`src/common/color_interp_pkg.sv`:
```
package color_interp_pkg;

  // Screen coordinate width.
  parameter int coord_w = 12;

  // Offset from the origin, 16.16.
  typedef logic signed [31:0] offset_t;

  // Gradient, 16.10.
  typedef logic signed [25:0] grad_fx_t;

  // Start value, 8.10.
  typedef logic [17:0] start_fx_t;

  // Channel sum before the clamp, 10 fraction bits.
  typedef logic signed [19:0] accum_t;

  // Magnitude with the hidden one at bit 23, shifted by the exponent.
  // Bits 22:13 of the result are the 10 kept fraction bits.
  function automatic logic [47:0] float_shift(input logic [31:0] f);
    logic [47:0] mant;
    int          exp_unb;
    mant    = {25'd1, f[22:0]};
    exp_unb = int'(f[30:23]) - 127;
    if (f[30:0] == 31'd0)
    begin
      return '0;
    end
    if (exp_unb < 0)
    begin
      return mant >> (-exp_unb);
    end
    return mant << exp_unb;
  endfunction

  function automatic grad_fx_t float_to_grad_fx(input logic [31:0] f);
    logic [47:0] mag;
    grad_fx_t    val;
    mag = float_shift(f);
    val = mag[38:13];
    if (f[31])
    begin
      val = -val;
    end
    return val;
  endfunction

  function automatic start_fx_t float_to_start_fx(input logic [31:0] f);
    logic [47:0] mag;
    start_fx_t   val;
    mag = float_shift(f);
    val = mag[30:13];
    // Negative starts wrap in two's complement.
    if (f[31])
    begin
      val = -val;
    end
    return val;
  endfunction

endpackage

```
`src/color_gen/color_channel_eval.sv`:
```
`timescale 1ns/1ps

module color_channel_eval
  (
    input  logic                        clk,
    input  logic                        reset,
    input  color_interp_pkg::offset_t   walk_dx,
    input  color_interp_pkg::offset_t   walk_dy,
    input  color_interp_pkg::start_fx_t start_fx,
    input  color_interp_pkg::grad_fx_t  grad_x_fx,
    input  color_interp_pkg::grad_fx_t  grad_y_fx,
    output logic [7:0]                  channel_value
  );
  import color_interp_pkg::*;

  // 16.16 times 16.10 leaves 26 fraction bits.
  logic signed [57:0] prod_x;
  logic signed [57:0] prod_y;
  logic signed [57:0] prod_sum;
  accum_t             accum;

  always_ff @(posedge clk)
  begin
    if (reset)
    begin
      prod_x   <= '0;
      prod_y   <= '0;
      prod_sum <= '0;
      accum    <= '0;
    end
    else
    begin
      prod_x   <= walk_dx * grad_x_fx;
      prod_y   <= walk_dy * grad_y_fx;
      prod_sum <= prod_x + prod_y;
      // Drop 16 fraction bits to line up with the 8.10 start.
      accum    <= prod_sum[35:16] + {2'b00, start_fx};
    end
  end

  // Clamp to a byte.
  always_comb
  begin
    if (accum[19])
    begin
      channel_value = 8'h00;
    end
    else if (accum[18])
    begin
      channel_value = 8'hff;
    end
    else
    begin
      channel_value = accum[17:10];
    end
  end

endmodule

```
`config.mk`:
```
export PLATFORM = sky130hd
export DESIGN_NAME = color_channel_eval
export DESIGN_NICKNAME = d
export VERILOG_FILES = /design/src/common/color_interp_pkg.sv /design/src/color_gen/color_channel_eval.sv
export SDC_FILE = /design/constraint.sdc
export NUM_CORES = 2
export LEC_CHECK = 0
export ABC_AREA = 1
export BUFFER_PORTS_ARGS = -buffer_cell sky130_fd_sc_hd__buf_2
export CORE_MARGIN = 8
export CORE_UTILIZATION = 40
export DETAILED_ROUTE_END_ITERATION = 16
export SYNTH_ARGS = -nofsm -noshare
export SYNTH_HDL_FRONTEND = slang
export SYNTH_SLANG_ARGS = --single-unit
export TNS_END_PERCENT = 30
```
`constraint.sdc`:
```
create_clock -name clk -period 6.24 [get_ports clk]
set_input_delay 0.936 -clock clk [delete_from_list [all_inputs] [get_ports clk]]
set_output_delay 0.936 -clock clk [all_outputs]
set_load 0.02 [all_outputs]
```
Word level (Yosys, flattened, before mapping)
Cells that the tools add are included.
{"block": "totals", "ff_bits": 128, "in_bits": 136, "out_inout_bits": 8}
{"block": "op_classes", "n_addsub": 2, "mul": 2, "muxes": 2}
{"cell": "multiplier 32 x 26 -> 36 bit", "n": 2}
{"cell": "adder 36 bit", "n": 1}
{"cell": "adder 20 x 18 -> 20 bit", "n": 1}
{"cell": "2-to-1 mux 8 bit", "n": 2}

Longest topological paths before layout
{"block": "depth", "word_depth": 2, "mapped_depth": 32, "ltp_nobuf": 30}

Worst setup path before layout
No wires, ideal clock.
{"block": "synth_timing", "kind": "input to register", "start": "in grad_y_fx[2]", "end": "reg prod_y[27]", "setup_ps": 122, "arrival_ps": 6621, "t_required_ps": 6118, "path_slack_ps": -503, "path_stages": 24, "n_path_buf": 2, "path_cell_list": "clkbuf_1 clkbuf_1 nand2_1 fa_1 inv_1 fa_1 inv_1 fa_1 fa_1 fa_1 inv_1 fa_1 inv_1 fa_1 inv_1 ha_1 a21o_1 a31oi_1 a21boi_0 nand2_1 a21oi_1 o21bai_1 o21ai_0 a21oi_1"}
{"block": "synth_via", "elab_chain_len": 1}
{"item": "start: declaration", "line": "color_channel_eval.sv:11", "rtl": "input color_interp_pkg::grad_fx_t grad_y_fx,"}
{"item": "multiplier 32 x 26 -> 36 bit", "line": "color_channel_eval.sv:34", "rtl": "prod_y <= walk_dy * grad_y_fx;"}
{"item": "end signal: assignment", "line": "color_channel_eval.sv:34"}
{"item": "end: declaration", "line": "color_channel_eval.sv:18", "rtl": "logic signed [57:0] prod_y;"}
No other way between the ends.
A chain may end at the register's enable or synchronous reset.

Worst setup path after layout
{"block": "layout_timing", "start": "in grad_y_fx[2]", "end": "reg prod_y[19]"}
The elaborated chain is that of the path after synthesis.

==> flow_summary.yaml <==
floorplanning:
  rows: 122
  die_y_um: 349
  start_util_pct: 40.2
  pin_count: 144
  dieArea_mm2: 0.122
  core_area_mm2: 0.110
  die_w_um: 349
min_path:
  hold_depth: 1
  min_path_type: "reg2reg"
  min_to: "accum[19]"
  min_from: "prod_sum[35]"
routing:
  top_layer: "met5"
  routedWlPerCell_um: 16.7
  wl_met1_um: 59500
  wl_um: 133000
  dr_wl_met3_um: 7260
  route.met2.wl_um: 63100
  first_iter_violations: 2462
  ant_nets: 0
  dr.pass1.iters: 6
  viasPerCell: 4.68
  vias: 37300
  post-route-drc-count: 0
sta:
  grt_setup_unrepaired: "true"
  max_slew_margin_pct: 39.7
  fmax_mhz: 157
  worstMarginPinSlew_ns: 0.905
  clock_skew_ns: 0.0104
  fin_crit_ns: 6.38
  fin_setup_tns_ns: -0.740
  setup_violations: 15
  hold_viol_final: 0
  slew_viol_final: 0
  fin_crit_sh_pct: 102
  layout_setup_ws_ns: -0.141
yosys:
  synth.avg_cell_area_um2: 7.46
  synth.net_count: 7392
  netlist_area_mm2: 0.0443
  synth_cell_types: 51
  synth_edf_count: 0
  yosys.area.top_type: "fa_1"
  netlist_instances: 5943
  synth_seq_cells: 102
  async_flop_share_pct: 0
  synth-seq-area-share_pct: 4.60
  synth.area.top_cells: "fa_1, inv_1, nand2_1"
  yosysWarnings: 0
  synth_ff_type: "dfxtp_1"
  synth_top_cell_area_share_pct: 44.8
job:
  maxCapViolCount: 0
setup_path:
  cp_common_cell: "fa_1"
  rrSetupSlack_ns: 3.93
  endpoint_kind: "register"
  reg2reg_to: "prod_sum[35]"
  critPathKind: "in2reg"
  r2r_start: "prod_x[22]"
  slowest_stage: "fa_1"
  cp_data_required_time_ns: 6.50
  arrival_ns: 6.64
  slowest_delay_ns: 0.56
  reg2regPathDepth: 11
  critPathTopFamily: "adder cells"
  cp_max_fo: 7
  cp.buffers_inverters: 12
  critPathLaunchType: "input pin"
finish:
  area_growth_syn_to_layout_pct: 21.6
  drive_gt1_share_pct: 17.4
  fillerInstances: 10800
  fin_nets: 7915
  multi_input_area_mm2: 0.0356
  layout.area.seq_mm2: 0.00204
global_routing:
  gr-total-overflow: 0
  grt_pass1_wl_um: 212000
  track_usage_pct: 21.8
  grt_max_degree: 43
  grt_antenna_before_repair: 10
  first_global_vias: 39400
clock_network:
  cts-root-buf: "clkbuf_16"
  cts_max_path_buffers: 2
  numCtsBuffers: 9
  postCtsHoldBufs: 0
  cts_tree: "yes"
  clkTransAtPathRegs_ns: 0.09
  ctsHtreeMaxLevel: 3
  cts.sinks: 102
  insertion_delay_ns: 0.36
placement:
  gp_congestion: 0.960
  place_hpwl_um: 114000
  port_buffers: 143
status:
  violations: "setup timing"
  status: "finished, violations left"
## layout by cell type (no fill, tap or decap), types with 14 or more instances in the layout
cell type,netlist,layout
dfxtp_1,102,102
fa_1,992,956
buf_12,0,74
buf_8,0,20
inv_2,4,53
nand3_1,73,72
ha_4,0,40
nand2_2,5,47
o21ai_1,11,29
nand2_1,1557,1501
nor2_2,6,22
nor2_1,196,162
nand4_1,21,21
buf_6,3,44
nand3b_1,15,15
inv_1,1898,1847
nand2_4,2,14
xnor2_1,15,14
o21bai_1,16,14
clkbuf_16,0,14
a21oi_1,197,155
buf_2,23,77
buf_4,12,547
nor2_4,0,18
a21oi_2,1,31
xor2_1,20,20
o21a_1,29,29
ha_1,321,281
fa_2,0,36
o21ai_0,95,74
## routing by layer
layer / vias up / global-route usage (%)
met1: 18400 / 30.0
met5: - / 0
li1: 17800 / -
met4: 10 / 4.22
met2: 952 / 37.4
met3: 148 / 2.40
## cell families after synthesis
family                     count (synthesis)  share of synthesized area, %
buffers and inverters                   2168                          18.6
and+or+nand+nor                         1914                          17.0
adders and majority gates               1313                          53.8
AOI/OAI and AO/OA                        411                          5.30
DFF                                      102                          4.60
xor gates and xnor gates                  35                         0.691
## area by class of cell
type / instances / area share, %
repair inverters: 1 / 0.0139
multi-input cells: 3673 / 66.0
clock buffers: 9 / 0.418
repair buffers: 773 / 12.9
inverters: 1906 / 13.3
flip-flops and latches: 102 / 3.79
diodes: 3 / 0.0139
clock inverters: 7 / 0.169
well taps: 1488 / 3.45
## through the flow
step,instances,instance area (um^2),utilization [%],setup WS [ns],hold slack (ns)
after floorplan,5943,45300,-,-0.0313,0.401
after global placement,7876,51200,46.4,-0.758,0.454
after detailed placement,7876,51200,46.4,-0.822,0.479
after CTS,7942,52900,47.9,-0.0611,0.489
after global routing,7961,53900,48.9,-0.289,0.511
final,7962,53900,48.9,-0.141,0.472
## worst max-delay path by stage
stage	cells after the start	slack, ns	end	startpoint
floorplan	24	-0.03	prod_y[32]	grad_y_fx[2]
finish	27	-0.14	prod_y[19]	grad_y_fx[2]
CTS	27	-0.06	prod_x[26]	grad_x_fx[11]
detailed placement	23	-0.82	prod_y[34]	grad_y_fx[11]
global placement	23	-0.76	prod_y[34]	grad_y_fx[25]
global route	26	-0.29	prod_x[34]	grad_x_fx[2]
## cells in the mapped netlist (all sizes together) (21+ instances only)
master,instances
nand2,1564
o21ai,112
buf,57
a21oi,198
nand4,21
nand3,75
dfxtp,102
o21a,29
ha,321
inv,1902
nor2,202
clkbuf,205
fa,992
## repair_timing
action,CTS,global route
pin swaps,77,119
setup endpoints to repair,38,40
buffers inserted,49,15
cloned,1,5
gates resized for setup,234,265
## state kept, by name, indices dropped and copies added, names as in the netlist
register  cells
prod_y       36
prod_sum     20
prod_x       36
accum        10
Power is left out: the tool's default activity adds up to more than one toggle a clock period on the data nets, which glitch-free logic cannot reach.
