`config.mk`:
```
export PLATFORM = sky130hd
export DESIGN_NAME = color_plane_setup
export DESIGN_NICKNAME = d
export VERILOG_FILES = /design/src/common/color_interp_pkg.sv /design/src/color_gen/color_plane_setup.sv
export SDC_FILE = /design/constraint.sdc
export NUM_CORES = 2
export LEC_CHECK = 0
export BUFFER_PORTS_ARGS = -buffer_cell sky130_fd_sc_hd__clkbuf_2
export CAP_MARGIN = 20
export CORE_UTILIZATION = 35
export DETAILED_ROUTE_END_ITERATION = 6
export PLACE_DENSITY = 0.6
export SYNTH_ARGS = -nofsm -noshare
export SYNTH_HDL_FRONTEND = slang
export SYNTH_SLANG_ARGS = --single-unit
```
`constraint.sdc`:
```
create_clock -name clk -period 5.8 [get_ports clk]
set_input_delay 1.16 -clock clk [delete_from_list [all_inputs] [get_ports clk]]
set_output_delay 1.16 -clock clk [all_outputs]
set_load 0.01 [all_outputs]
```
`src/common/color_interp_pkg.sv`:
```
package color_interp_pkg;

  // Screen coordinate width.
  parameter int coord_w = 12;

  // Offset from the origin, 16.16.
  typedef logic signed [31:0] offset_t;

  // Gradient, 16.10.
  typedef logic signed [25:0] grad_fx_t;

  // Start value, 8.10.
  typedef logic [17:0] start_fx_t;

  // Channel sum before the clamp, 10 fraction bits.
  typedef logic signed [19:0] accum_t;

  // Magnitude with the hidden one at bit 23, shifted by the exponent.
  // Bits 22:13 of the result are the 10 kept fraction bits.
  function automatic logic [47:0] float_shift(input logic [31:0] f);
    logic [47:0] mant;
    int          exp_unb;
    mant    = {25'd1, f[22:0]};
    exp_unb = int'(f[30:23]) - 127;
    if (f[30:0] == 31'd0)
    begin
      return '0;
    end
    if (exp_unb < 0)
    begin
      return mant >> (-exp_unb);
    end
    return mant << exp_unb;
  endfunction

  function automatic grad_fx_t float_to_grad_fx(input logic [31:0] f);
    logic [47:0] mag;
    grad_fx_t    val;
    mag = float_shift(f);
    val = mag[38:13];
    if (f[31])
    begin
      val = -val;
    end
    return val;
  endfunction

  function automatic start_fx_t float_to_start_fx(input logic [31:0] f);
    logic [47:0] mag;
    start_fx_t   val;
    mag = float_shift(f);
    val = mag[30:13];
    // Negative starts wrap in two's complement.
    if (f[31])
    begin
      val = -val;
    end
    return val;
  endfunction

endpackage

```
`src/color_gen/color_plane_setup.sv`:
```
`timescale 1ns/1ps

module color_plane_setup
  #(
    parameter int num_channels = 4
  )
  (
    input  logic                           clk,
    input  logic                           reset,
    input  logic                           load_planes,
    input  logic [31:0]                    plane_start [num_channels],
    input  logic [31:0]                    plane_dx    [num_channels],
    input  logic [31:0]                    plane_dy    [num_channels],
    output color_interp_pkg::start_fx_t    start_fx    [num_channels],
    output color_interp_pkg::grad_fx_t     grad_x_fx   [num_channels],
    output color_interp_pkg::grad_fx_t     grad_y_fx   [num_channels]
  );
  import color_interp_pkg::*;

  // Float conversion runs once per triangle.
  // The held fixed-point planes feed every pixel of the walk.
  always_ff @(posedge clk)
  begin
    if (reset)
    begin
      for (int i = 0; i < num_channels; i++)
      begin
        start_fx[i]  <= '0;
        grad_x_fx[i] <= '0;
        grad_y_fx[i] <= '0;
      end
    end
    else if (load_planes)
    begin
      for (int i = 0; i < num_channels; i++)
      begin
        start_fx[i]  <= float_to_start_fx(plane_start[i]);
        grad_x_fx[i] <= float_to_grad_fx(plane_dx[i]);
        grad_y_fx[i] <= float_to_grad_fx(plane_dy[i]);
      end
    end
  end

endmodule

```
==> Word-level counts from Yosys, hierarchy flattened <==
Index checks and enable logic that the tools add are counted.
{ "classes": {"n_addsub": 36, "n_mul": 0, "div": 0, "n_lt_le_gt_ge": 12, "eq_ne": 0, "n_shift": 24, "muxes": 168, "bitwise": 0, "n_reduce_logical": 12} }
{ "op_table": {"columns": ["cell", "n"], "rows": [
  ["$mux W39", 48],
  ["$mux W31", 24],
  ["$neg A9 Y32", 12],
  ["$logic_not A31 Y1", 12],
  ["$shl A24 B32 Y39", 8],
  ["$shr A24 B32 Y39", 8],
  ["$mux W26", 8],
  ["$neg A26 Y26", 8],
  ["$shl A24 B32 Y31", 4],
  ["$shr A24 B32 Y31", 4],
  ["$lt A9 B1 Y1 const B", 12],
  ["$sub A8 B7 Y9 const B", 12],
  ["$mux W1", 84],
  ["$mux W18", 4],
  ["$neg A18 Y18", 4]
]} }
{ "word_totals": {"register_bits": 280, "latch_bits": 0, "mem_bits_rw": 0, "romBits": 0, "input_bits": 387, "mem_count": 0} }

==> Longest topological paths before layout <==
{ "depth": {"depth_word": 13, "depth_mapped": 24, "depth_no_buf": 22} }

==> Worst setup path before layout <==
Ideal clock, no wire load.
{ "synth_path": {"kind": "input port to flip-flop", "startpoint": "input plane_dx[23] in the netlist's numbering", "endpoint": "register grad_x_fx[21] in the netlist's numbering", "setup_ps": 74, "arrival_ps": 5890, "slack_ps": -164, "path_stages": 19, "path_buffers": 2, "cell_sequence": "ha_1 buf_2 xor2_1 nor4_1 nor2_1 or3_1 ha_1 or4_1 nor4_1 nand2b_1 a2111oi_1 nand3_1 and4b_1 clkbuf_1 nand4_1 nand2b_1 nor2_1 or4_1 a31oi_1"} }
{ "synth_via": {"elab_chain_cells": 12} }
{ "synth_lines": {"columns": ["item", "line_no", "text"], "rows": [
  ["start: declaration", "color_plane_setup.sv:12", "input logic [31:0] plane_dx [num_channels],"],
  ["parallel branches: the longest is 7 deep, another holds $neg A9 Y32", null, null],
  ["$mux W39 (*)", "color_interp_pkg.sv:29", "if (exp_unb < 0)"],
  ["$mux W39 (*)", "color_plane_setup.sv:33", "else if (load_planes)"],
  ["$mux W39 (*)", "color_plane_setup.sv:24", "if (reset)"],
  ["$neg A26 Y26", "color_interp_pkg.sv:43", "val = -val;"],
  ["$mux W26 (*)", "color_interp_pkg.sv:41", "if (f[31])"],
  ["end signal: indexed assignment", "color_plane_setup.sv:38", "grad_x_fx[i] <= float_to_grad_fx(plane_dx[i]);"],
  ["end: declaration", "color_plane_setup.sv:15", "output color_interp_pkg::grad_fx_t grad_x_fx [num_channels],"]
]} }
Every way passes the cells marked *. The select of a mux whose other input is x is not followed.
A chain may end at the register's enable or synchronous reset.

==> Final worst setup path <==
{ "layout_path": {"startpoint": "input plane_dy[119] in the netlist's numbering", "endpoint": "register grad_y_fx[87] in the netlist's numbering"} }
{ "layout_via": {"elab_chain_cells": 12} }
{ "layout_lines": {"columns": ["item", "line_no", "text"], "rows": [
  ["start: declaration", "color_plane_setup.sv:13", "input logic [31:0] plane_dy [num_channels],"],
  ["parallel branches: the longest is 7 deep, another holds $neg A9 Y32", null, null],
  ["$mux W39 (*)", "color_interp_pkg.sv:29", null],
  ["$mux W39 (*)", "color_plane_setup.sv:33", null],
  ["$mux W39 (*)", "color_plane_setup.sv:24", null],
  ["$neg A26 Y26", "color_interp_pkg.sv:43", null],
  ["$mux W26 (*)", "color_interp_pkg.sv:41", null],
  ["end signal: indexed assignment", "color_plane_setup.sv:39", "grad_y_fx[i] <= float_to_grad_fx(plane_dy[i]);"],
  ["end: declaration", "color_plane_setup.sv:16", "output color_interp_pkg::grad_fx_t grad_y_fx [num_channels]"]
]} }
Marks and branches as above.

==> flow_metrics.env <==
export IMPL_rsz_0062_raised_after_global_routing="no"
export IMPL_drt_drc_violations_left=0
export IMPL_area_of_the_die_um2=156000
export IMPL_core_ar_um2=153000
export IMPL_post_route_min_period_ps=5350
export IMPL_cts_sink_cnt=280
export IMPL_pin_count_of_the_biggest_net_entering_global_routing=73
export IMPL_grt_first_pass_wirelength_mm=393
export IMPL_synth_warning_count=0
export IMPL_synth_flop_cell="sky130_fd_sc_hd__dfxtp_1"
export IMPL_fin_skew_ps=0
export IMPL_hold_viol=0
export IMPL_nature_of_the_critical_path_startpoint="primary input"
export IMPL_tightest_slew_ps=1010
export IMPL_result_of_the_run="complete, no violations"
export IMPL_total_power_mw=10.9
export IMPL_timing_fmax_mhz=187
export IMPL_ys_top_cells_by_area="sky130_fd_sc_hd__dfxtp_1 10%, sky130_fd_sc_hd__mux4_2 9.9%, sky130_fd_sc_hd__mux2i_1 7.5%, sky130_fd_sc_hd__mux2_2 5.1%, sky130_fd_sc_hd__nand2_1 4.9%"
export IMPL_leakage_nw=24.9
export IMPL_worst_path_max_fanout=10
export IMPL_setup_violations=0
export IMPL_syn_instance_count=7293
export IMPL_hpwlAfterDp_mm=211
export IMPL_pwr_density_cell_nw_per_um2=173
export IMPL_io_pins=667
export IMPL_grt_pass1_vias=60000
export IMPL_fillCellCount=16000
export IMPL_fp_row_count=143
export IMPL_netlist_top_cell_by_area="sky130_fd_sc_hd__dfxtp_1"
export IMPL_grt_util_all_layers_pct=32.2
export IMPL_clock_tree_from_tritoncts="built"
export IMPL_chipWidth_um=395
export IMPL_endpoint_kind="register"
export IMPL_yosysTopAreaCellShare_pct=10.4
export IMPL_drt_antenna_violating_nets=0
export IMPL_post_cts_clock_slew_at_the_launch_and_capture_registers_of_the_worst_setup_and_hold_paths_ps=50
export IMPL_async_reset_ff_share_pct=0
export IMPL_dieHeight_um=395
export IMPL_hold_class="register to register"
export IMPL_final_min_period_over_clock_period_pct=92.3
export IMPL_cts_path_max_buffers=3
export IMPL_clock_latency_ps=630
export IMPL_final_nets=8462
export IMPL_firstDrtPassIters=6
export IMPL_mappedNetlistArea_um2=54100
export IMPL_worst_setup_path_type="primary input to register"
export IMPL_area_of_the_multi_input_gates_um2=45400
export IMPL_syn_avg_cell_area_um2=7.41
export IMPL_root_buffer="sky130_fd_sc_hd__clkbuf_16"
export IMPL_tritoncts_num_buffers=40
export IMPL_postSynthNetCount=7800
export IMPL_slew_violations=0
export IMPL_dr_first_iter_drc_count=6840
export IMPL_ff_latch_area_um2=5610
export IMPL_worst_endpoint_required_ps=6360
export IMPL_place_port_buffers=666
export IMPL_worst_ep_arrival_time_ps=5910
export IMPL_initial_antenna_violation_count=41
export IMPL_detailroute_via_count=64300
export IMPL_synth_seq_cells=280
export IMPL_synth_seq_area_share_pct=10.4
export IMPL_routabilityCongestion=1.04
export IMPL_globalRouteOverflowTotal=0
export IMPL_post_synth_num_cell_types=125
export IMPL_areaGrowthSynthToFinish_pct=17.0
export IMPL_totalWireLength_mm=265
export IMPL_max_cap_violations=0
export IMPL_hold_worst_slack_ps=452
export IMPL_ratio_of_routed_vias_to_standard_cells=6.41
export IMPL_wl_per_cell_um=26.4
export IMPL_synth_edf_count=0
export IMPL_max_slew_margin_pct=32.1
export IMPL_fraction_of_layout_instances_using_a_drive_strength_above_1_pct=24.4
export IMPL_htreeDepth=2
export IMPL_vdd_ir_drop_worst_v=0.000187
export IMPL_starting_density_of_the_core_pct=35.4
## sequential cells by signal, indices dropped and copies added (netlist names)
signal,flops
grad_x_fx,104
grad_y_fx,104
start_fx,72
## metal layers
layer	wire (um)	track usage, %	share of wire [%]
met1	112000	42.4	42
met2	119000	50.9	45
met3	20700	5.72	7.8
met4	12500	14.7	4.7
met5	212	0	0.080
## cell usage after synthesis (all sizes together), types with 26 or more instances
master and count:
nand2 715, nor2 606, o21ai 533, a21oi 404
mux2i 404, clkbuf 371, dfxtp 280, nand3 274
buf 249, mux2 247, mux4 238, nor3 205
xnor2 192, a211oi 146, nor4 140, inv 133
xor2 125, nand4 122, ha 120, a31oi 108
o211ai 103, nand2b 102, and2 83, o31ai 83
and3 80, nor2b 78, or3 78, o22ai 71
a22oi 54, or2 48, o21a 43, or4 39
a32oi 38, a21o 37, a211o 33, a311oi 33
a2bb2oi 30, o41ai 30, o311ai 29, nand3b 28
nor3b 28, o221ai 28, o31a 28, and4 26
## cells in the final DEF (no fill, tap or decap), drive strengths merged, types with 37 or more instances in the layout
master | Yosys | routed
nand2 | 715 | 715
clkbuf | 371 | 717
a31oi | 108 | 108
and2 | 83 | 83
o31ai | 83 | 83
o21ai | 533 | 533
o21a | 43 | 43
a22oi | 54 | 54
o22ai | 71 | 71
or3 | 78 | 78
nor2b | 78 | 78
nor4 | 140 | 140
xor2 | 125 | 125
a32oi | 38 | 38
inv | 133 | 139
nand2b | 102 | 102
or2 | 48 | 48
ha | 120 | 120
nand4 | 122 | 122
a21o | 37 | 37
dfxtp | 280 | 280
o211ai | 103 | 103
mux4 | 238 | 238
nor2 | 606 | 606
or4 | 39 | 39
nor3 | 205 | 205
xnor2 | 192 | 192
buf | 249 | 576
a21oi | 404 | 404
mux2i | 404 | 404
nand3 | 274 | 274
and3 | 80 | 80
a211oi | 146 | 146
mux2 | 247 | 247
## repair_timing
action / in CTS / in global routing
endpoints found under the setup margin: 0 / 11
buffers inserted: 0 / 0
resized for setup: 0 / 1
hold buffers: 0 / 0
## path summary, 6_finish.rpt
path / from / cells after the start / to / slack, ps
max: plane_dy[119] / 18 / grad_y_fx[87]$_SDFFE_PP0P_ / 450
min: grad_y_fx[49]$_SDFFE_PP0P_ / 2 / grad_y_fx[49]$_SDFFE_PP0P_ / 450
max reg2reg: grad_x_fx[94]$_SDFFE_PP0P_ / 2 / grad_x_fx[94]$_SDFFE_PP0P_ / 4810
min reg2reg: grad_y_fx[49]$_SDFFE_PP0P_ / 2 / grad_y_fx[49]$_SDFFE_PP0P_ / 450
## stage by stage
step	setup TNS [ps]	cells	cell area, um2	util (%)	setup slack (ps)
CTS	0	10000	63200	41.4	476
detailed placement	-2790	9943	61900	40.5	-191
global route	0	10000	63200	41.4	36.8
global placement	-421	9942	61900	40.5	-72.9
finish	0	10000	63200	41.4	449
floorplan	0	7293	54100	-	27.2
## kinds of logic (layout without fill, tap and decap cells)
family                     after synthesis  in the layout  synth area share (%)
AOI/OAI and AO/OA                     2188           2188                  27.5
xor gates and xnor gates               319            319                  5.39
adders and majority gates              120            120                  2.78
buffers and inverters                  761           1452                  5.97
DFF                                    280            280                  10.4
muxes                                  889            889                  22.5
other                                    0             24                     0
and+or+nand+nor                       2736           2736                  25.4
## power breakdown
part	internal, mW	switching (mW)	leakage (nW)
sequential	2.06	0.132	2.29
clock	1.40	1.15	0.618
combinational	2.39	3.78	22.0
total	5.86	5.06	24.9
## critical path, cell delays in order
cell	delay, ps
sky130_fd_sc_hd__clkbuf_2	130
sky130_fd_sc_hd__ha_2	290
sky130_fd_sc_hd__and2_1	270
sky130_fd_sc_hd__and3_1	230
sky130_fd_sc_hd__o211ai_2	160
sky130_fd_sc_hd__or3_1	500
sky130_fd_sc_hd__nand2b_1	180
sky130_fd_sc_hd__ha_1	180
sky130_fd_sc_hd__nor4b_1	280
sky130_fd_sc_hd__nand4_1	140
sky130_fd_sc_hd__nor3_1	360
sky130_fd_sc_hd__a21bo_2	310
sky130_fd_sc_hd__o41ai_1	540
sky130_fd_sc_hd__nor3b_1	150
sky130_fd_sc_hd__nand4_1	440
sky130_fd_sc_hd__nor2_1	100
sky130_fd_sc_hd__or4_1	410
sky130_fd_sc_hd__nand3_1	80
## final cells by class
| type | count | area share, % |
|---|---|---|
| Clock inverter | 19 | 0.324 |
| Clock buffer | 52 | 1.73 |
| Multi-Input combinational cell | 6252 | 71.8 |
| Sequential cell | 280 | 8.86 |
| Antenna cell | 24 | 0.0950 |
| Timing Repair Buffer | 1241 | 12.3 |
| Inverter | 140 | 0.835 |
| Tap cell | 2030 | 4.02 |
Power figures use the tool's default switching activity.
