## src/common/color_interp_pkg.sv

```systemverilog
package color_interp_pkg;

  // Screen coordinate width.
  parameter int coord_w = 12;

  // Offset from the origin, 16.16.
  typedef logic signed [31:0] offset_t;

  // Gradient, 16.10.
  typedef logic signed [25:0] grad_fx_t;

  // Start value, 8.10.
  typedef logic [17:0] start_fx_t;

  // Channel sum before the clamp, 10 fraction bits.
  typedef logic signed [19:0] accum_t;

  // Magnitude with the hidden one at bit 23, shifted by the exponent.
  // Bits 22:13 of the result are the 10 kept fraction bits.
  function automatic logic [47:0] float_shift(input logic [31:0] f);
    logic [47:0] mant;
    int          exp_unb;
    mant    = {25'd1, f[22:0]};
    exp_unb = int'(f[30:23]) - 127;
    if (f[30:0] == 31'd0)
    begin
      return '0;
    end
    if (exp_unb < 0)
    begin
      return mant >> (-exp_unb);
    end
    return mant << exp_unb;
  endfunction

  function automatic grad_fx_t float_to_grad_fx(input logic [31:0] f);
    logic [47:0] mag;
    grad_fx_t    val;
    mag = float_shift(f);
    val = mag[38:13];
    if (f[31])
    begin
      val = -val;
    end
    return val;
  endfunction

  function automatic start_fx_t float_to_start_fx(input logic [31:0] f);
    logic [47:0] mag;
    start_fx_t   val;
    mag = float_shift(f);
    val = mag[30:13];
    // Negative starts wrap in two's complement.
    if (f[31])
    begin
      val = -val;
    end
    return val;
  endfunction

endpackage

```

## src/logic/pixel_pack.sv

```systemverilog
`timescale 1ns/1ps

module pixel_pack
  #(
    parameter int num_channels = 4
  )
  (
    input  logic                                 clk,
    input  logic                                 reset,
    input  logic                                 walk_valid,
    input  logic                                 walk_last,
    input  logic [color_interp_pkg::coord_w-1:0] walk_x,
    input  logic [color_interp_pkg::coord_w-1:0] walk_y,
    input  logic [7:0]                           channel_value [num_channels],
    output logic                                 pix_valid,
    output logic                                 pix_last,
    output logic [color_interp_pkg::coord_w-1:0] pix_x,
    output logic [color_interp_pkg::coord_w-1:0] pix_y,
    output logic [8*num_channels-1:0]            pix_color
  );
  import color_interp_pkg::*;

  // Three stages, matching the channel pipeline.
  logic [2:0]         valid_sr;
  logic [2:0]         last_sr;
  logic [coord_w-1:0] x_sr [3];
  logic [coord_w-1:0] y_sr [3];

  always_ff @(posedge clk)
  begin
    if (reset)
    begin
      valid_sr <= '0;
      last_sr  <= '0;
    end
    else
    begin
      valid_sr <= {valid_sr[1:0], walk_valid};
      last_sr  <= {last_sr[1:0], walk_last && walk_valid};
    end
  end

  always_ff @(posedge clk)
  begin
    x_sr[0] <= walk_x;
    y_sr[0] <= walk_y;
    for (int i = 1; i < 3; i++)
    begin
      x_sr[i] <= x_sr[i-1];
      y_sr[i] <= y_sr[i-1];
    end
  end

  assign pix_valid = valid_sr[2];
  assign pix_last  = last_sr[2];
  assign pix_x     = x_sr[2];
  assign pix_y     = y_sr[2];

  // Channel 0 in the low byte.
  always_comb
  begin
    for (int i = 0; i < num_channels; i++)
    begin
      pix_color[8*i +: 8] = channel_value[i];
    end
  end

endmodule

```

## config.mk

```make
export PLATFORM = sky130hd
export DESIGN_NAME = pixel_pack
export DESIGN_NICKNAME = d
export VERILOG_FILES = /design/src/common/color_interp_pkg.sv /design/src/logic/pixel_pack.sv
export SDC_FILE = /design/constraint.sdc
export NUM_CORES = 1
export LEC_CHECK = 0
export BUFFER_PORTS_ARGS = -buffer_cell sky130_fd_sc_hd__buf_2
export CAP_MARGIN = 10
export CORE_AREA = 8 8 61 115
export DETAILED_ROUTE_END_ITERATION = 7
export DIE_AREA = 0 0 69 123
export PLACE_DENSITY = 0.8
export SLEW_MARGIN = 20
export SYNTH_ARGS = -nofsm -noshare
export SYNTH_HDL_FRONTEND = slang
export SYNTH_SLANG_ARGS = --single-unit
```

## constraint.sdc

```tcl
create_clock -name clk -period 0.8 [get_ports clk]
set_clock_uncertainty 0.2 [all_clocks]
set_input_delay 0.2 -clock clk [delete_from_list [all_inputs] [get_ports clk]]
set_output_delay 0.2 -clock clk [all_outputs]
set_load 0.005 [all_outputs]
```

* After elaboration in Yosys (flattened, before gate mapping)
Memory sizes are Yosys's and may differ from the RTL's.
Cells that the tools add are included.
** Storage, ports and cells
- Register bits after elaboration :: 6
- Memory bits (writable) :: 72
- Bits of input ports :: 60
- Output and inout bits :: 58
- Logic and storage cells :: 5
- Memories :: 2
** Memory list
- x_sr :: depth 3, bits a word 12, read ports 3, clocked after Yosys merged registers in 0, wr ports 3, line pixel_pack.sv:26 : logic [coord_w-1:0] x_sr [3];
- y_sr :: depth 3, bits a word 12, read ports 3, clocked after Yosys merged registers in 0, wr ports 3, line pixel_pack.sv:27 : logic [coord_w-1:0] y_sr [3];
** Cells by class
- Reduce and logical (&&, ||, !) cells :: 1
** Operators with widths (number)
- 1-bit logical AND :: 1

* Longest topological paths before layout
Gate-level depths: netlist of run 1.
- Depth in word-level cells :: 1
- Gate-level depth with buffers :: 1
- Mapped depth without buffers :: 1

* Worst setup path before layout of run 1
OpenSTA, ideal clock, no wires.
- Path kind :: reg2out
- Start point :: memory x_sr[2][0] (netlist: x_sr[0][24])
- End point :: output pix_x[0] in the netlist's numbering
- Data arrival time :: 393 ps
- Data required time :: 400 ps
- Slack :: 7 ps
- Stages on the path, launching flop included :: 2
- Buffers on the path :: 1
- Path through :: dfxtp_1 -> buf_4
** RTL lines
- start: declaration :: line pixel_pack.sv:26
- end: declaration :: line pixel_pack.sv:17 : output logic [color_interp_pkg::coord_w-1:0] pix_x,

==> qor_table.md, run 1 <==
| Quantity | Reported |
|---|---|
| Timing-limited maximum frequency | 869 MHz |
| Post-synthesis instance area | 2040 um2 |
| Bufs and invs on worst path | 1 |
| Core box area | 5560 um2 |
| Total number of H-tree levels | 3 |
| Area contributors post-synth | dfxtp_1, buf_4, and2b_2, and3b_2 |
| Yosys top cell area share | 0.767 |
| Total Neg Setup Slack | -8.66 ns |
| Vert. Die Dim | 123 um |
| Category of cells accounting for the largest share of critical-path delay | flip-flops |
| Via count of the first global-routing pass | 937 |
| Fin. Hold Viols | 26 |
| Reg-to-reg endpoint | valid_sr[2] |
| Area of the die | 8490 um2 |
| Cell count of the worst hold path | 1 |
| Minimum period implied by the final worst setup slack | 1.15 ns |
| GP Congestion | 0.708 |
| WP data required | 0.40 ns |
| Startpoint of the lowest-slack register-to-register path | valid_sr[1] |
| Syn. warnings | 0 |
| Avg Vias per Cell | 3.83 |
| Clock tree from TritonCTS | yes |
| Hold path start | walk_y[4] |
| Number of routed nets with antenna violations | 0 |
| Biggest cell delay along the critical path | 0.32 ns |
| Layout cell share with drive strength beyond 1 | 0.510 |
| Signal arrival time at the worst endpoint | 0.75 ns |
| Layout-stage area growth over the synthesis result | 12.4% |
| Maximum count of clock buffers along a single path | 2 |
| Synth cell types | 4 |
| Worst slew margin relative to its limit | 0.931 |
| Number of buffers added by the clock tree synthesis step | 9 |
| Critical path class | reg2out |
| Status | finished with violations |
| Number of DRC violations after detailed routing | 0 |
| Final clock period utilization by the worst path | 1.44 |
| Simple-Gate Fraction of Synth Area | 0.0264 |
| Complex-gate fraction of the synthesized area | 0 |
| Violated checks | negative hold slack, negative setup slack |
| Overall power of the completed layout | 8210 uW |
| Max VDD drop | 2.36 mV |
| Dpl hpwl | 2120 um |
| Cell with the largest stage delay on the worst path | dfxtp_2 |
| Sequential share of the synthesized area | 0.767 |
| Flop and latch count out of synthesis | 78 |
| Final net count | 208 |
| Setup slack of the critical path after layout | -0.351 ns |
| Cell type with the largest total area after synthesis | dfxtp_1 |
| All-layer global routing usage | 0.0723 |
| Multiplexer area fraction after synthesis | 0 |
| Worst min-delay path class | in2reg |
| Series of cell instances along the critical path | buf_6 |
| GRT Residual Overflow | 0 |
| Power density normalized to cell area | 3590 nW/um2 |
| Die X-Extent | 69 um |
| Standard-cell rows | 39 |
| Number of endpoints failing setup at the final stage | 26 |
| Maximum number of pins on one net before global-route repair | 14 |
| R2R depth | 1 |
| Post-synthesis area per instance | 14.5 um2 |
| Kind of end point of the critical path | output port |
| Antenna violations before repair | 0 |
| Antenna cells | 0 |
| Clock tree sinks | 78 |
| Post-synthesis instance total | 140 |
| Unrepaired setup endpoints after global routing | yes |
| Post-CTS Setup Bufs | 0 |
| Tightest Pin Transition | 0.103 ns |
| Number of I/O port buffers | 53 |
| Root Buffer | clkbuf_16 |
| Clock insertion delay at the later pin of the skew report | 0.32 ns |
| Syn Nets | 200 |
| Routed WL per cell | 13.6 um |
| Global-route wire length before repair | 4580 um |
| Largest family of logic cells by synthesized area | buffers and inverters |
| IO Count | 118 |
| Clock-pin slew of the registers on the worst-case setup and hold paths | 0.06 ns |
| Xor/xnor share of the synthesized area | 0 |
| FF-to-FF setup slack | 0.01 ns |
| Starting Density | 0.366 |
| Drt pass-1 iters | 2 |
| Max-cap check violation count | 0 |
| Total via count after detailed routing | 819 |
| Worst Hold Path EP | y_sr[0][4] |
| CP startpoint kind | flop |
| Static leakage power | 0.00105 uW |
| Routed Wire Length | 2910 um |
| Highest fanout seen on the critical path | 1 |
| Synthesized-area fraction occupied by adder cells | 0 |
| Initial drt markers | 46 |
| Number of slew-limit violations in the final report | 0 |
| Tightest hold margin | -0.227 ns |
metal layers:
layer,GRT usage,up-vias,share of wire
li1,-,385,-
met4,0.0594,0,0.032
met5,0,-,0
met3,0.0859,8,0.21
met1,0.0671,328,0.38
met2,0.0817,98,0.38
cells by family after synthesis:
| logic type | after synthesis |
|---|---|
| and+or+nand+nor | 6 |
| DFF | 78 |
| buffers and inverters | 56 |
sequential cells by signal, summed over array words and instances, names as in the netlist:
name	count
last_sr	3
y_sr	36
x_sr	36
valid_sr	3
power by group:
| part | internal, uW | switching (uW) |
|---|---|---|
| clock network | 2500 | 1420 |
| logic | 105 | 56.9 |
| registers | 4090 | 43.1 |
| total | 6690 | 1520 |
timing repair:
item	CTS	global route
resized for setup	4	4
endpoints found under the setup margin	26	28
endpoints found under the hold margin	26	26
synthesized netlist by cell type, drive strengths merged:
cell type / count
and2b: 5
and3b: 1
buf: 56
dfxtp: 78
layout make-up:
type	count	area, um2
Fill cell	539	3270
Sequential cell	78	1570
Timing Repair Buffer	53	290
Clock buffer	11	243
Tap cell	61	76.3
Clock inverter	5	58.8
Multi-Input combinational cell	6	53.8
cell usage in the layout (no fill, tap or decap):
cell and instances:
clkinv_2 1, and3b_2 1, buf_2 49, dfxtp_2 4, and2b_2 5, clkinv_4 1, clkbuf_8 1, bufinv_16 1
clkinvlp_4 2, dfxtp_1 74, clkbuf_16 9, buf_6 4, clkbuf_1 1
worst max path at each step:
stage	endpoint	depth (start not counted)	slack, ns	start
after detailed placement	valid_sr[0]	2	-0.06	reset
final	pix_x[5]	1	-0.35	x_sr[0][29]
after CTS	pix_x[5]	1	-0.37	x_sr[0][29]
after global routing	pix_x[1]	1	-0.38	x_sr[0][25]
after global placement	valid_sr[2]	2	-0.02	reset
after floorplan	pix_x[0]	1	0.007	x_sr[0][24]
per-stage QoR:
stage | cell area (um2) | hold slack [ns] | setup slack, ns | util | cells
2_1_floorplan | 2040 | 0.0277 | 0.00725 | - | 140
3_3_place_gp | 1960 | 0.104 | -0.0208 | 0.352 | 198
3_5_place_dp | 1960 | 0.104 | -0.0576 | 0.352 | 198
4_1_cts | 2270 | -0.241 | -0.370 | 0.409 | 214
5_1_grt | 2290 | -0.241 | -0.380 | 0.411 | 214
6_report | 2290 | -0.227 | -0.351 | 0.411 | 214
Power figures use the tool's default switching activity.
==> run 2, diff against run 1 <==
--- a/config.mk
+++ b/config.mk
@@ -7,10 +7,12 @@
 export LEC_CHECK = 0
 export BUFFER_PORTS_ARGS = -buffer_cell sky130_fd_sc_hd__buf_2
 export CAP_MARGIN = 10
-export CORE_AREA = 8 8 61 115
+export CELL_PAD_IN_SITES_DETAIL_PLACEMENT = 1
+export CELL_PAD_IN_SITES_GLOBAL_PLACEMENT = 2
+export CORE_AREA = 8 8 76 145
 export DETAILED_ROUTE_END_ITERATION = 7
-export DIE_AREA = 0 0 69 123
-export PLACE_DENSITY = 0.8
+export DIE_AREA = 0 0 84 153
+export PLACE_DENSITY = 0.79
 export SLEW_MARGIN = 20
 export SYNTH_ARGS = -nofsm -noshare
 export SYNTH_HDL_FRONTEND = slang
==> qor_table.md, run 2 (synthesized netlist as in run 1, its figures left out) <==
| Quantity | Reported |
|---|---|
| Clock tree sinks | 78 |
| Critical path class | reg2out |
| Standard-cell rows | 50 |
| Timing-limited maximum frequency | 870 MHz |
| Clock tree from TritonCTS | yes |
| Area of the die | 12,900 um2 |
| Cell count of the worst hold path | 1 |
| Number of endpoints failing setup at the final stage | 28 |
| Starting Density | 0.221 |
| Die X-Extent | 84 um |
| Layout cell share with drive strength beyond 1 | 0.542 |
| Violated checks | negative hold slack, negative setup slack |
| Reg-to-reg endpoint | last_sr[2] |
| Placed cells | 241 |
| Series of cell instances along the critical path | buf_6 |
| Final clock period utilization by the worst path | 1.44 |
| Static leakage power | 0.00107 uW |
| IO Count | 118 |
| Part of the total power dissipated in combinational logic | 0.022 |
| Max-cap check violation count | 0 |
| Clock-pin slew of the registers on the worst-case setup and hold paths | 0.06 ns |
| Tightest hold margin | -0.227 ns |
| Routed Wire Length | 3120 um |
| Total via count after detailed routing | 830 |
| CP startpoint kind | flop |
| Worst min-delay path class | in2reg |
| GRT Residual Overflow | 0 |
| Clock insertion delay at the later pin of the skew report | 0.32 ns |
| Dpl hpwl | 2260 um |
| Total number of H-tree levels | 3 |
| Power density normalized to cell area | 3430 nW/um2 |
| Cell with the largest stage delay on the worst path | dfxtp_2 |
| Highest fanout seen on the critical path | 1 |
| R2R depth | 1 |
| Cell area after placement | 2010 um2 |
| Kind of end point of the critical path | output port |
| Vert. Die Dim | 153 um |
| Fin. Hold Viols | 24 |
| Part of the power in registers | 0.507 |
| Sw Share | 0.217 |
| Startpoint of the lowest-slack register-to-register path | last_sr[1] |
| Status | finished with violations |
| Layout-stage area growth over the synthesis result | 17.0% |
| Global-route wire length before repair | 4800 um |
| Antenna violations before repair | 0 |
| FF-to-FF setup slack | 0.02 ns |
| Number of slew-limit violations in the final report | 0 |
| Largest registers | x_sr (36), y_sr (36) |
| Antenna cells | 0 |
| Minimum period implied by the final worst setup slack | 1.15 ns |
| Design internal power | 6400 uW |
| Number of I/O port buffers | 53 |
| Number of DRC violations after detailed routing | 0 |
| Final net count | 210 |
| Number of routed nets with antenna violations | 0 |
| Bufs and invs on worst path | 1 |
| All-layer global routing usage | 0.0494 |
| Unrepaired setup endpoints after global routing | yes |
| Initial drt markers | 32 |
| Hold path start | walk_y[10] |
| Core box area | 9200 um2 |
| Leading cell type in the layout, fill and taps excluded | dfxtp_1 |
| Root Buffer | clkbuf_16 |
| Via count of the first global-routing pass | 981 |
| Worst slew margin relative to its limit | 0.934 |
| Post-CTS Setup Bufs | 0 |
| Biggest cell delay along the critical path | 0.32 ns |
| Max VDD drop | 1.25 mV |
| Maximum number of pins on one net before global-route repair | 17 |
| Setup slack of the critical path after layout | -0.350 ns |
| WP data required | 0.40 ns |
| Tightest Pin Transition | 0.0988 ns |
| Net switching power of the design | 1770 uW |
| Signal arrival time at the worst endpoint | 0.75 ns |
| Avg Vias per Cell | 3.20 |
| Number of buffers added by the clock tree synthesis step | 9 |
| Category of cells accounting for the largest share of critical-path delay | flip-flops |
| Worst Hold Path EP | y_sr[0][10] |
| GP Congestion | 0.625 |
| Maximum count of clock buffers along a single path | 2 |
| Post-route standard cell area excluding fillers | 2380 um2 |
| Routed WL per cell | 12.0 um |
| Power share of the clock group | 0.471 |
| Drt pass-1 iters | 2 |
| Most frequent cells in the layout | dfxtp_1, buf_2, clkbuf_16, dfxtp_2, buf_6 |
| Non-filler instance count after layout | 259 |
[run 2: cell types whose count changed in the layout (fill, tap and decap cells not counted), moves of 2 or more]
cell and change:
dfxtp_2 +5, buf_6 +4, dfxtp_1 -5, buf_2 -4
dlygate4sd3_1 +2, inv_6 +3, inv_8 +2
[run 2: layout make-up]
cell class | count | area (um2)
flip-flops and latches | 78 | 1570
fillers | 985 | 6810
multi-input cells | 6 | 53.8
clock inverters | 7 | 65.1
repair buffers | 55 | 335
well taps | 104 | 130
clock buffers | 9 | 225
[run 2: stage by stage]
step / total power, uW / setup TNS [ns] / util / setup WS [ns] / hold WS, ns
after floorplan: 4440 / 0 / - / 0.00725 / 0.0277
after global placement: 4370 / -0.117 / 0.219 / -0.0217 / 0.104
after detailed placement: 4380 / -0.301 / 0.219 / -0.0548 / 0.105
after CTS: 8310 / -9.42 / 0.250 / -0.376 / -0.246
after global routing: 8530 / -9.86 / 0.259 / -0.384 / -0.247
final: 8170 / -8.92 / 0.259 / -0.350 / -0.227
[run 2: worst max path at each step]
stage,startpoint,endpoint,slack (ns),depth (start not counted)
2_1_floorplan,x_sr[0][24],pix_x[0],0.007,1
3_3_place_gp,reset,valid_sr[0],-0.02,2
3_5_place_dp,reset,last_sr[1],-0.05,2
4_1_cts,y_sr[0][34],pix_y[10],-0.38,1
5_1_grt,y_sr[0][35],pix_y[11],-0.38,1
6_report,x_sr[0][29],pix_x[5],-0.35,1
[run 2: timing repair]
action | in CTS | in global routing
endpoints found under the setup margin | 26 | 26
resized for setup | 0 | 17
endpoints found under the hold margin | 26 | 26
[run 2: routing by layer]
metal | up-vias | part of all wire | global-route usage
met2 | 82 | 0.38 | 0.0547
met5 | - | 0 | 0
met3 | 5 | 0.20 | 0.0569
met4 | 0 | 0.011 | 0.0373
met1 | 353 | 0.41 | 0.0487
li1 | 390 | - | -
[run 2: power by group through the flow]
stage	Combinational, uW	Sequential (uW)	Clock (uW)
2_1_floorplan	237	4200	0
6_report	184	4140	3840
5_1_grt	204	4160	4170
4_1_cts	161	4140	4010
3_3_place_gp	154	4210	0
3_5_place_dp	161	4220	0
==> run 3, diff against run 2 <==
--- a/config.mk
+++ b/config.mk
@@ -6,12 +6,12 @@
 export NUM_CORES = 1
 export LEC_CHECK = 0
 export BUFFER_PORTS_ARGS = -buffer_cell sky130_fd_sc_hd__buf_2
-export CAP_MARGIN = 10
+export CAP_MARGIN = 20
 export CELL_PAD_IN_SITES_DETAIL_PLACEMENT = 1
 export CELL_PAD_IN_SITES_GLOBAL_PLACEMENT = 2
-export CORE_AREA = 8 8 76 145
+export CORE_AREA = 2 2 70 139
 export DETAILED_ROUTE_END_ITERATION = 7
-export DIE_AREA = 0 0 84 153
+export DIE_AREA = 0 0 72 141
 export PLACE_DENSITY = 0.79
 export SLEW_MARGIN = 20
 export SYNTH_ARGS = -nofsm -noshare
==> qor_table.md, run 3 (synthesized netlist as in run 1, its figures left out) <==
| Quantity | Reported |
|---|---|
| GP Congestion | 0.663 |
| Highest fanout seen on the critical path | 1 |
| Global-route track usage on met2 | 0.0682 |
| Clock tree from TritonCTS | yes |
| Most frequent cells in the layout | dfxtp_1, buf_2, clkbuf_16 |
| Number of endpoints failing setup at the final stage | 28 |
| Via count of the first global-routing pass | 903 |
| Dpl hpwl | 1870 um |
| WP data required | 0.40 ns |
| Number of buffers added by the clock tree synthesis step | 9 |
| Status | finished with violations |
| Leading cell type in the layout, fill and taps excluded | dfxtp_1 |
| Maximum count of clock buffers along a single path | 2 |
| Tightest hold margin | -0.229 ns |
| Placed cells | 241 |
| Total number of H-tree levels | 3 |
| Root Buffer | clkbuf_16 |
| Cell count of the worst hold path | 1 |
| Total Neg Setup Slack | -8.73 ns |
| Avg Vias per Cell | 3.23 |
| Kind of end point of the critical path | output port |
| Routed Wire Length | 2660 um |
| Signal arrival time at the worst endpoint | 0.75 ns |
| Post-CTS Setup Bufs | 0 |
| Final net count | 210 |
| Non-filler instance count after layout | 259 |
| Layout cell share with drive strength beyond 1 | 0.535 |
| Clock tree sinks | 78 |
| Initial drt markers | 28 |
| Drt pass-1 iters | 4 |
| Post-route standard cell area excluding fillers | 2390 um2 |
| Routed WL per cell | 10.3 um |
| Tightest Pin Transition | 0.103 ns |
| Starting Density | 0.221 |
| Timing-limited maximum frequency | 870 MHz |
| FF-to-FF setup slack | 0.01 ns |
| Vert. Die Dim | 141 um |
| Static leakage power | 0.00107 uW |
| Maximum number of pins on one net before global-route repair | 15 |
| Total via count after detailed routing | 837 |
| Busiest metal layer after global routing | met2 |
| R2R depth | 1 |
| IO Count | 118 |
| Cell area after placement | 2010 um2 |
| GRT Residual Overflow | 0 |
| Worst min-delay path class | in2reg |
| Number of I/O port buffers | 53 |
| Power density normalized to cell area | 3570 nW/um2 |
| Series of cell instances along the critical path | buf_2 |
| Antenna cells | 0 |
| Bufs and invs on worst path | 1 |
| Number of routed nets with antenna violations | 0 |
| Minimum period implied by the final worst setup slack | 1.15 ns |
| Area of the die | 10,200 um2 |
| Clock-pin slew of the registers on the worst-case setup and hold paths | 0.06 ns |
| Cell with the largest stage delay on the worst path | dfxtp_2 |
| Die X-Extent | 72 um |
| Max VDD drop | 1.02 mV |
| Number of slew-limit violations in the final report | 0 |
| Critical path class | reg2out |
| Global-route wire length before repair | 4180 um |
| Largest registers | x_sr (36), y_sr (36) |
| Critical path depth | 1 |
| Unrepaired setup endpoints after global routing | yes |
| Category of cells accounting for the largest share of critical-path delay | flip-flops |
| Worst slew margin relative to its limit | 0.931 |
| Final clock period utilization by the worst path | 1.44 |
| # fillers | 996 |
| Antenna violations before repair | 0 |
| Layout-stage area growth over the synthesis result | 17.6% |
| Setup slack of the critical path after layout | -0.350 ns |
| All-layer global routing usage | 0.0589 |
| Fraction of met1 tracks used by global routing | 0.0531 |
| Fin. Hold Viols | 24 |
| CP startpoint kind | flop |
| Number of DRC violations after detailed routing | 0 |
| Standard-cell rows | 50 |
| Biggest cell delay along the critical path | 0.31 ns |
| Core box area | 9200 um2 |
| Max-cap check violation count | 0 |
| Clock insertion delay at the later pin of the skew report | 0.33 ns |
| Met3 Use GR | 0.0650 |
| Violated checks | negative hold slack, negative setup slack |
## run 3: cell types whose count changed in the layout (fill, tap and decap cells not counted)
| cell | before | now |
|---|---|---|
| clkinv_2 | 0 | 1 |
| buf_6 | 8 | 5 |
| inv_8 | 2 | 0 |
| dfxtp_2 | 9 | 8 |
| clkinvlp_4 | 1 | 2 |
| inv_6 | 3 | 1 |
| buf_2 | 45 | 48 |
| dfxtp_1 | 69 | 70 |
| bufinv_16 | 0 | 2 |
## run 3: stage by stage
stage	power (uW)	hold slack (ns)	util	setup slack (ns)
2_1_floorplan	4440	0.0277	-	0.00725
3_3_place_gp	4370	0.104	0.219	-0.0193
3_5_place_dp	4380	0.104	0.219	-0.0640
4_1_cts	8700	-0.246	0.254	-0.371
5_1_grt	8970	-0.246	0.260	-0.386
6_report	8550	-0.229	0.260	-0.350
## run 3: path summary, 6_finish.rpt
| path | start | end |
|---|---|---|
| max | x_sr[0][32] | pix_x[8] |
| max reg2reg | valid_sr[1] | valid_sr[2] |
| min reg2reg | x_sr[0][3] | x_sr[0][15] |
| min | walk_y[9] | y_sr[0][9] |
## run 3: area by class of cell
| type | instances | area [um2] | area share |
|---|---|---|---|
| clock buffer | 9 | 225 | 0.0940 |
| tap | 104 | 130 | 0.0543 |
| sequential | 78 | 1570 | 0.656 |
| clock inverter | 7 | 97.6 | 0.0408 |
| multi-input combinational | 6 | 53.8 | 0.0225 |
| timing repair buffer | 55 | 317 | 0.132 |
## run 3: per-layer routing
layer,routed length (um),vias to the layer above
li1,-,391
met1,912,362
met2,1130,73
met3,530,11
met4,91,0
met5,0,-
## run 3: timing repair
item,CTS,global route
endpoints found under the setup margin,26,27
cloned,0,0
gates resized for setup,1,12
endpoints found under the hold margin,26,26
## run 3: where the power goes
part           switching [uW]  total, uW  leakage, uW  internal, uW
clock                    1510       4250     0.000152          2740
combinational            53.2        167     0.000262           114
sequential               45.5       4140     0.000658          4090
total                    1610       8550      0.00107          6940
